--- src/common/plic_defines.svh ---
// plic sizing macros
// source count, id and priority widths, and the fan-in
// of one granule arbiter in the arbitration tree
`ifndef PLIC_DEFINES_SVH
`define PLIC_DEFINES_SVH

//******************************
// sources
//******************************
// interrupt sources, ids 1..16
`define PLIC_SRC_NUM 16

// id width, id 0 reserved for "none"
`define PLIC_ID_BIT 5

//******************************
// priority
//******************************
// 3 bits, level 0 never interrupts
`define PLIC_PRIO_BIT 3

//******************************
// granule arbiter
//******************************
// entries reduced by one granule arbiter
`define PLIC_SEL_NUM 4

// position width inside a granule
`define PLIC_SEL_BIT 2

`endif
--- src/common/plic_pkg.sv ---
// plic shared types
// scalar id and priority types plus the interrupt-information
// struct passed between gateway, arbiter levels and hart controller
`default_nettype none

`include "plic_defines.svh"

package plic_pkg;

  //******************************
  // scalar types
  //******************************
  // interrupt id, 0 means no interrupt
  typedef logic [`PLIC_ID_BIT-1:0] plic_id_t;

  // priority level
  typedef logic [`PLIC_PRIO_BIT-1:0] plic_prio_t;

  //******************************
  // arbiter candidate
  //******************************
  // one candidate between arbiter stages
  // req  pending with priority above 0
  // id   fixed source id
  // prio current priority of the source
  typedef struct packed {
    logic       req;
    plic_id_t   id;
    plic_prio_t prio;
  } plic_int_info_t;

endpackage

`default_nettype wire

--- src/design/plic_top.sv ---
// plic arbitration core, single hart
// gateway feeds the two-level arbitration tree, whose registered
// winner goes to the hart controller. claims and completes loop
// back from the hart controller into the gateway
`timescale 1ns/1ps
`default_nettype none

`include "plic_defines.svh"

module plic_top (
  input  wire logic                     clk,
  input  wire logic                     rst_n,
  input  wire logic [`PLIC_SRC_NUM-1:0] src,
  input  wire logic                     prio_we,
  input  wire plic_pkg::plic_id_t       prio_id,
  input  wire plic_pkg::plic_prio_t     prio_wdata,
  input  wire logic                     thresh_we,
  input  wire plic_pkg::plic_prio_t     thresh_wdata,
  input  wire logic                     claim,
  output plic_pkg::plic_id_t            claim_id,
  input  wire logic                     complete,
  input  wire plic_pkg::plic_id_t       complete_id,
  output logic                          irq
);

  // gateway to tree
  plic_pkg::plic_int_info_t int_info [`PLIC_SRC_NUM];
  // tree to hart controller
  plic_pkg::plic_int_info_t winner;
  // hart controller back to gateway
  logic                     claim_hit;
  plic_pkg::plic_id_t       claim_hit_id;
  logic                     done;
  plic_pkg::plic_id_t       done_id;

  plic_gateway u_gateway (
    .clk          (clk),
    .rst_n        (rst_n),
    .src          (src),
    .prio_we      (prio_we),
    .prio_id      (prio_id),
    .prio_wdata   (prio_wdata),
    .claim_hit    (claim_hit),
    .claim_hit_id (claim_hit_id),
    .done         (done),
    .done_id      (done_id),
    .int_info     (int_info)
  );

  plic_arb_tree u_arb_tree (
    .clk     (clk),
    .rst_n   (rst_n),
    .int_in  (int_info),
    .int_out (winner)
  );

  plic_hart_ctrl u_hart_ctrl (
    .clk          (clk),
    .rst_n        (rst_n),
    .winner       (winner),
    .thresh_we    (thresh_we),
    .thresh_wdata (thresh_wdata),
    .claim        (claim),
    .complete     (complete),
    .complete_id  (complete_id),
    .irq          (irq),
    .claim_id     (claim_id),
    .claim_hit    (claim_hit),
    .claim_hit_id (claim_hit_id),
    .done         (done),
    .done_id      (done_id)
  );

endmodule

`default_nettype wire

--- src/design/plic_hart_ctrl.sv ---
// plic hart controller
// threshold compare and interrupt line for a single hart, claim
// and complete handling, and a short blackout after every claim
// that hides winners still travelling through the tree
`timescale 1ns/1ps
`default_nettype none

module plic_hart_ctrl (
  input  wire logic                     clk,
  input  wire logic                     rst_n,
  input  wire plic_pkg::plic_int_info_t winner,
  input  wire logic                     thresh_we,
  input  wire plic_pkg::plic_prio_t     thresh_wdata,
  input  wire logic                     claim,
  input  wire logic                     complete,
  input  wire plic_pkg::plic_id_t       complete_id,
  output logic                          irq,
  output plic_pkg::plic_id_t            claim_id,
  output logic                          claim_hit,
  output plic_pkg::plic_id_t            claim_hit_id,
  output logic                          done,
  output plic_pkg::plic_id_t            done_id
);

  plic_pkg::plic_prio_t thresh_q;
  logic [1:0]           blk_cnt_q;
  logic                 above_thresh;

  //******************************
  // threshold
  //******************************
  always_ff @(posedge clk or negedge rst_n)
  begin
    if (!rst_n)
    begin
      thresh_q <= '0;
    end
    else if (thresh_we)
    begin
      thresh_q <= thresh_wdata;
    end
  end

  // strictly above threshold
  assign above_thresh = winner.req && (winner.prio > thresh_q);

  //******************************
  // claim blackout
  //******************************
  // 3 cycles covers the two tree stages after the gateway update
  always_ff @(posedge clk or negedge rst_n)
  begin
    if (!rst_n)
    begin
      blk_cnt_q <= 2'd0;
    end
    else if (claim_hit)
    begin
      blk_cnt_q <= 2'd3;
    end
    else if (blk_cnt_q != 2'd0)
    begin
      blk_cnt_q <= blk_cnt_q - 2'd1;
    end
  end

  assign irq = above_thresh && (blk_cnt_q == 2'd0);

  // claim answers in the same cycle
  assign claim_id     = irq ? winner.id : '0;
  assign claim_hit    = claim && irq;
  assign claim_hit_id = claim_id;

  // complete with id 0 is dropped
  assign done    = complete && (complete_id != '0);
  assign done_id = complete_id;

endmodule

`default_nettype wire

--- src/gateway/plic_gateway.sv ---
// plic gateway
// per-source priority registers and the pending / in-service bits
// of level-sensitive sources. packs each source into an arbiter
// candidate with its fixed id (index plus one)
`timescale 1ns/1ps
`default_nettype none

`include "plic_defines.svh"

module plic_gateway (
  input  wire logic                     clk,
  input  wire logic                     rst_n,
  input  wire logic [`PLIC_SRC_NUM-1:0] src,
  input  wire logic                     prio_we,
  input  wire plic_pkg::plic_id_t       prio_id,
  input  wire plic_pkg::plic_prio_t     prio_wdata,
  input  wire logic                     claim_hit,
  input  wire plic_pkg::plic_id_t       claim_hit_id,
  input  wire logic                     done,
  input  wire plic_pkg::plic_id_t       done_id,
  output plic_pkg::plic_int_info_t      int_info [`PLIC_SRC_NUM]
);

  localparam int SRC_NUM = `PLIC_SRC_NUM;

  plic_pkg::plic_prio_t prio_q [SRC_NUM];
  logic [SRC_NUM-1:0]   pend_q;
  logic [SRC_NUM-1:0]   serv_q;

  //******************************
  // per-source state
  //******************************
  for (genvar i = 0; i < SRC_NUM; i++)
  begin : g_src
    localparam plic_pkg::plic_id_t SRC_ID = plic_pkg::plic_id_t'(i + 1);

    // priority register, ids outside 1..16 never match
    always_ff @(posedge clk or negedge rst_n)
    begin
      if (!rst_n)
      begin
        prio_q[i] <= '0;
      end
      else if (prio_we && (prio_id == SRC_ID))
      begin
        prio_q[i] <= prio_wdata;
      end
    end

    // pending latches the level, claim moves it to in service
    always_ff @(posedge clk or negedge rst_n)
    begin
      if (!rst_n)
      begin
        pend_q[i] <= 1'b0;
        serv_q[i] <= 1'b0;
      end
      else
      begin
        if (done && (done_id == SRC_ID))
        begin
          serv_q[i] <= 1'b0;
        end
        if (claim_hit && (claim_hit_id == SRC_ID))
        begin
          pend_q[i] <= 1'b0;
          serv_q[i] <= 1'b1;
        end
        else if (src[i] && (prio_q[i] != '0) && !serv_q[i])
        begin
          pend_q[i] <= 1'b1;
        end
      end
    end

    // candidate packing
    // priority 0 masks a bit that pended earlier
    assign int_info[i].req  = pend_q[i] && (prio_q[i] != '0);
    assign int_info[i].id   = SRC_ID;
    assign int_info[i].prio = prio_q[i];
  end

endmodule

`default_nettype wire

--- src/arb/plic_arb_tree.sv ---
// plic arbitration tree
// two levels of granule arbiters reduce sixteen candidates to one.
// a register follows the first level and another holds the final
// winner, so the tree has a latency of two cycles
`timescale 1ns/1ps
`default_nettype none

`include "plic_defines.svh"

module plic_arb_tree (
  input  wire logic                     clk,
  input  wire logic                     rst_n,
  input  wire plic_pkg::plic_int_info_t int_in [`PLIC_SRC_NUM],
  output plic_pkg::plic_int_info_t      int_out
);

  localparam int SEL_NUM   = `PLIC_SEL_NUM;
  // number of first-level granules
  localparam int GRANU_NUM = `PLIC_SRC_NUM >> `PLIC_SEL_BIT;

  plic_pkg::plic_int_info_t lvl1_win [GRANU_NUM];
  plic_pkg::plic_int_info_t lvl1_q   [GRANU_NUM];
  plic_pkg::plic_int_info_t lvl2_win;

  //******************************
  // level 1
  //******************************
  for (genvar g = 0; g < GRANU_NUM; g++)
  begin : g_lvl1
    plic_pkg::plic_int_info_t grp_in [SEL_NUM];

    // four neighbouring sources per granule
    for (genvar e = 0; e < SEL_NUM; e++)
    begin : g_grp
      assign grp_in[e] = int_in[g*SEL_NUM+e];
    end

    plic_granu_arb u_lvl1_arb (
      .int_in  (grp_in),
      .int_out (lvl1_win[g])
    );
  end

  // stage register, loads every cycle
  always_ff @(posedge clk or negedge rst_n)
  begin
    if (!rst_n)
    begin
      for (int g = 0; g < GRANU_NUM; g++)
      begin
        lvl1_q[g] <= '0;
      end
    end
    else
    begin
      lvl1_q <= lvl1_win;
    end
  end

  //******************************
  // level 2
  //******************************
  // granule order matches id order, lowest id still wins ties
  plic_granu_arb u_lvl2_arb (
    .int_in  (lvl1_q),
    .int_out (lvl2_win)
  );

  // output register
  always_ff @(posedge clk or negedge rst_n)
  begin
    if (!rst_n)
    begin
      int_out <= '0;
    end
    else
    begin
      int_out <= lvl2_win;
    end
  end

endmodule

`default_nettype wire

--- src/arb/plic_granu_arb.sv ---
// plic granule arbiter
// reduces four candidates to one, picking the highest priority.
// equal priorities go to the lowest entry index, which also is the
// lowest id since ids are laid out in rising order
`timescale 1ns/1ps
`default_nettype none

`include "plic_defines.svh"

module plic_granu_arb (
  input  wire plic_pkg::plic_int_info_t int_in [`PLIC_SEL_NUM],
  output plic_pkg::plic_int_info_t      int_out
);

  localparam int SEL_NUM  = `PLIC_SEL_NUM;
  localparam int PRIO_BIT = `PLIC_PRIO_BIT;
  localparam int PRIO_NUM = 1 << PRIO_BIT;

  // expanded priority, one row per entry
  logic [PRIO_NUM-1:0]     exp_prio [SEL_NUM];
  // transposed, one entry word per level
  logic [SEL_NUM-1:0]      prio_pos [PRIO_NUM];
  logic [PRIO_NUM-1:0]     valid_prio;
  logic [SEL_NUM-1:0]      high_prio_pos;
  logic [PRIO_BIT-1:0]     high_prio;
  // reversed entry order for the id pick
  plic_pkg::plic_id_t      id_rev [SEL_NUM];
  logic [SEL_NUM-1:0]      pos_rev;
  plic_pkg::plic_id_t      sel_id;
  logic [SEL_NUM-1:0]      req_vec;

  //******************************
  // expand and transpose
  //******************************
  always_comb
  begin
    for (int i = 0; i < SEL_NUM; i++)
    begin
      req_vec[i] = int_in[i].req;
      for (int j = 0; j < PRIO_NUM; j++)
      begin
        exp_prio[i][j] = int_in[i].req && (int_in[i].prio == plic_pkg::plic_prio_t'(j));
        prio_pos[j][i] = exp_prio[i][j];
      end
    end
  end

  // a level is valid when any entry holds it
  always_comb
  begin
    for (int j = 0; j < PRIO_NUM; j++)
    begin
      valid_prio[j] = |prio_pos[j];
    end
  end

  // highest occupied level and its entries
  plic_prio_sel #(
    .data_t (logic [SEL_NUM-1:0]),
    .SEL    (PRIO_NUM)
  ) x_priority_select (
    .data_in  (prio_pos),
    .sel_in   (valid_prio),
    .data_out (high_prio_pos),
    .pos_out  (high_prio)
  );

  //******************************
  // tie break on lowest index
  //******************************
  // selector favours the top bit, so flip the entry order
  always_comb
  begin
    for (int m = 0; m < SEL_NUM; m++)
    begin
      id_rev[SEL_NUM-1-m]  = int_in[m].id;
      pos_rev[SEL_NUM-1-m] = high_prio_pos[m];
    end
  end

  // winning position itself is not needed downstream
  plic_prio_sel #(
    .data_t (plic_pkg::plic_id_t),
    .SEL    (SEL_NUM)
  ) x_id_select (
    .data_in  (id_rev),
    .sel_in   (pos_rev),
    .data_out (sel_id),
    .pos_out  ()
  );

  assign int_out.req  = |req_vec;
  assign int_out.id   = sel_id;
  assign int_out.prio = high_prio;

endmodule

`default_nettype wire

--- src/design/plic_prio_sel.sv ---
// plic priority selector
// finds the highest set bit of the select word and returns the
// payload at that position together with the position itself.
// outputs are zero when no select bit is set
`timescale 1ns/1ps
`default_nettype none

module plic_prio_sel #(
  parameter type data_t = logic [3:0],
  parameter int  SEL    = 4
) (
  input  wire data_t            data_in [SEL],
  input  wire logic [SEL-1:0]   sel_in,
  output data_t                 data_out,
  output logic [$clog2(SEL)-1:0] pos_out
);

  localparam int DATA_BIT = $bits(data_t);
  localparam int POS_BIT  = $clog2(SEL);

  logic [SEL-1:0] smear;
  logic [SEL-1:0] onehot;

  //******************************
  // smear downward, 0110 -> 0111
  //******************************
  always_comb
  begin
    smear[SEL-1] = sel_in[SEL-1];
    for (int k = SEL - 2; k >= 0; k--)
    begin
      smear[k] = smear[k+1] | sel_in[k];
    end
  end

  // keep only the top bit, 0111 -> 0100
  assign onehot = smear & ~(smear >> 1);

  //******************************
  // masked or of payload and position
  //******************************
  always_comb
  begin
    data_out = '0;
    pos_out  = '0;
    for (int n = 0; n < SEL; n++)
    begin
      // at most one term survives the mask
      data_out = data_t'(data_out | ({DATA_BIT{onehot[n]}} & data_in[n]));
      pos_out  = pos_out | ({POS_BIT{onehot[n]}} & POS_BIT'(n));
    end
  end

endmodule

`default_nettype wire

--- config.mk ---
export PLATFORM = sky130hd
export DESIGN_NAME = plic_top
export DESIGN_NICKNAME = d
export VERILOG_FILES = /design/src/common/plic_pkg.sv /design/src/design/plic_top.sv /design/src/design/plic_hart_ctrl.sv /design/src/gateway/plic_gateway.sv /design/src/arb/plic_arb_tree.sv /design/src/arb/plic_granu_arb.sv /design/src/design/plic_prio_sel.sv
export VERILOG_INCLUDE_DIRS = /design/src /design/src/common
export SDC_FILE = /design/constraint.sdc
export NUM_CORES = 1
export LEC_CHECK = 0
export BUFFER_PORTS_ARGS = -buffer_cell sky130_fd_sc_hd__buf_2
export CORE_MARGIN = 2
export CORE_UTILIZATION = 35
export DETAILED_ROUTE_END_ITERATION = 10
export SETUP_SLACK_MARGIN = 0.02
export SLEW_MARGIN = 30
export SYNTH_ARGS = -nofsm -noshare
export SYNTH_HDL_FRONTEND = slang
export SYNTH_SLANG_ARGS = --single-unit
--- constraint.sdc ---
create_clock -name clk -period 4.1 [get_ports clk]
set_input_delay 0 -clock clk [delete_from_list [all_inputs] [get_ports clk]]
set_output_delay 0 -clock clk [all_outputs]
set_load 0.01 [all_outputs]
==> impl_metrics.csv <==
group,metric,value,unit
die,rows,56,
min_path,hp-class,"input pin to asynchronous set/reset pin",
cts,root_buffer,"clkbuf_16",
power,power_density,657,mW/mm²
logic_synthesis,ys_warn_count,0,
place,pre_cts_ws,1.48,ns
die,die_h,157,µm
worst_setup_path,slowest_delay,0.70,ns
die,fp.dieArea,0.0248,mm²
sta,finalCriticalPeriod,2.71,ns
logic_synthesis,synth_commonest_cells,"dfrtp_1 (125), nand2_1 (86), clkbuf_1 (59)",
route,num_vias,7441,
place,gp_congestion,0.913,
grt,grt_max_degree,69,
finish,fin_util,0.404,
logic_synthesis,synth_flop_cell,"dfrtp_1",
finish,area_delta_synth_final,14.1,%
logic_synthesis,syn-num-nets,959,
grt,grt_pass1_vias,6835,
logic_synthesis,synth_cell_types,78,
worst_setup_path,cp_top_family,"simple AND/OR/NAND/NOR gates",
sta,setup-violations-final,0,
run,drv_cap,0,
sta,fin_crit_sh,0.662,
grt,grt_usage,0.197,
worst_setup_path,cp_max_fo,9,
die,start_util,0.354,
worst_setup_path,critPathKind,"register to register",
worst_setup_path,crit_required,4.45,ns
die,core,0.0233,mm²
sta,rsz0062_at_grt,"false",
logic_synthesis,ys_top_cells_by_area,"dfrtp_1 (38%), mux2_2 (6.3%), nand4b_1 (4.8%)",
power,leakagePower,3.85,nW
cts,clk_latency,0.42,ns
route,drcViolationCount,0,
run_status,violations,"negative hold slack",
cts,cts_hold_buf,22,
logic_synthesis,syn_area_per_cell,8.99,µm²
route,vias_per_cell,5.91,
logic_synthesis,syn_inst,917,
logic_synthesis,ys_ff_latch,125,
logic_synthesis,netlist.area_leader.share,0.379,
cts,post-cts-setup-buffer-count,0,
place,port_buffers,43,
sta,fin_skew,0.0128,ns
logic_synthesis,syn_area,0.00824,mm²
sta,slew_headroom,0.420,
route,drt-total-wl,23.6,mm
logic_synthesis,synth.most_common_cell,"dfrtp_1",
route,ant_nets,0,
sta,worst_slack,1.39,ns
route,routedWlPerCell,18.7,µm
route,drt_pass1_iterations,6,
finish,antenna_cells,0,
worst_setup_path,cp_num_buf_inv,0,
worst_setup_path,cpMaxStageDelayCell,"o31ai_1",
worst_setup_path,crit_arrival,3.06,ns
grt,grt_pass1_wl,38.0,mm
die,num_io_pins,44,
cts,cts_resized,0,
logic_synthesis,yosysTopAreaCell,"dfrtp_1",
cts,clkSinkCount,125,
cts,cts_made_buffers,17,
worst_setup_path,worstSetupEndpointType,"register",
finish,nFillCells,2371,
sta,hold_viol,14,
cts,cts_tree,"done",
cts,path_clk_slew,0.06,ns
sta,worst_slew_pin_slew,0.864,ns
grt,grt_overflow,0,
sta,drv_slew,0,
cts,clock_path_buffers,2,
sta,holdWs,-0.00820,ns
logic_synthesis,ys_async_sr_fraction,1.00,
sta,setup_tns,0,ns
grt,antenna_found_initial,0,
power,fin_total_pwr,6.18,mW
worst_setup_path,start_kind,"register",
finish,nNetsFinal,970,
run_status,status,"complete, but fails checks",
route,drt_iter0_drc,592,
worst_setup_path,path_cells,"and4_1 -> nor3_1 -> and3_1 -> nand3_1 -> o31ai_1 -> a31o_2",
finish,post_route_cells_drive_above_1_share,0.146,
logic_synthesis,yosysSeqAreaShare,0.379,
logic_synthesis,synth_edf_count,0,
cts,cts_max_level,4,
power,vdd_drop_max,0.410,mV
die,die-width,157,µm
sta,max_freq,0.369,GHz
place,post-dp-hpwl,17.4,mm
sequential cells by signal (all words and copies together), names as in the netlist:
name / count
u_arb_tree.int_out: 9
u_gateway.serv_q: 16
u_gateway.pend_q: 16
u_hart_ctrl.blk_cnt_q: 2
u_gateway.int_info: 48
u_arb_tree.lvl1_q: 31
u_hart_ctrl.thresh_q: 3
worst paths after layout:
kind                                  startpoint                     end  slack [ns]  depth (start not counted)
setup / recovery            u_gateway.pend_q[15]    u_arb_tree.lvl1_q[3]        1.39                          6
hold / removal                             rst_n   u_arb_tree.int_out[2]      -0.008                          2
setup reg to reg            u_gateway.pend_q[15]    u_arb_tree.lvl1_q[3]        1.39                          6
hold reg to reg            u_arb_tree.lvl1_q[32]   u_arb_tree.int_out[5]        0.47                          2
max in group asynchronous                  rst_n  u_gateway.int_info[20]        3.13                          4
min in group clk                          src[0]     u_gateway.pend_q[0]        0.01                          3
placed cells by master, fill, tap and decap left out, types with 6 or more instances in the layout:
cell type,count
dfrtp_1,125
o21a_1,12
nor2b_1,25
o31ai_1,10
o22ai_1,7
nor4bb_1,30
and4_1,10
and3_1,6
a21oi_1,23
mux2_2,46
nand3_1,35
nand4_1,23
nor3b_1,15
and2_1,8
nor3_1,35
dlygate4sd3_1,22
nor2_1,26
o21ai_0,54
inv_1,44
a31oi_1,13
clkbuf_16,17
nand2_1,86
nor4_1,10
nand2b_1,12
a22oi_1,8
nand3b_1,8
buf_2,42
nor4b_1,8
nand4b_1,45
cells by family after synthesis:
group | after synthesis | share of synthesized area
adders and majority gates | 4 | 0.00607
and+or+nand+nor | 411 | 0.314
xor gates and xnor gates | 1 | 0.00106
buffers and inverters | 121 | 0.0584
muxes | 49 | 0.0665
AOI/OAI and AO/OA | 206 | 0.175
DFF | 125 | 0.379
worst reg2reg max path, stage by stage (launching register included):
cell and delay (ns):
dfrtp_1 0.50, and4_1 0.28, nor3_1 0.40, and3_1 0.29
nand3_1 0.27, o31ai_1 0.70, a31o_2 0.21
stage by stage:
stage | area (µm²) | instances
after global routing | 9400 | 1260
final | 9400 | 1260
after CTS | 9380 | 1259
after detailed placement | 8570 | 1205
after floorplan | 8240 | 917
after global placement | 8570 | 1205
power breakdown:
part,internal (mW),total [mW],switching (mW)
logic,1.10,2.51,1.41
clock network,0.874,1.50,0.627
registers,1.58,2.17,0.597
total,3.55,6.18,2.63
cell type report:
class / count / area, µm² / share of cell area
Multi-Input combinational cell: 671 / 4630 / 0.493
Clock inverter: 14 / 150 / 0.0160
Sequential cell: 125 / 3130 / 0.333
Inverter: 44 / 165 / 0.0176
Clock buffer: 18 / 439 / 0.0467
Timing Repair Buffer: 69 / 488 / 0.0519
Tap cell: 319 / 399 / 0.0424
routing by layer:
layer  part of all wire  vias up  track usage  routed length, µm
li1                   -     3516            -                  -
met3              0.051       23       0.0336               1210
met5                  0        -            0                  0
met2               0.46      245        0.309              11000
met4              0.015        0       0.0476                364
met1               0.47     3657        0.282              11100
No activity file was read; power rests on OpenSTA's default activity.
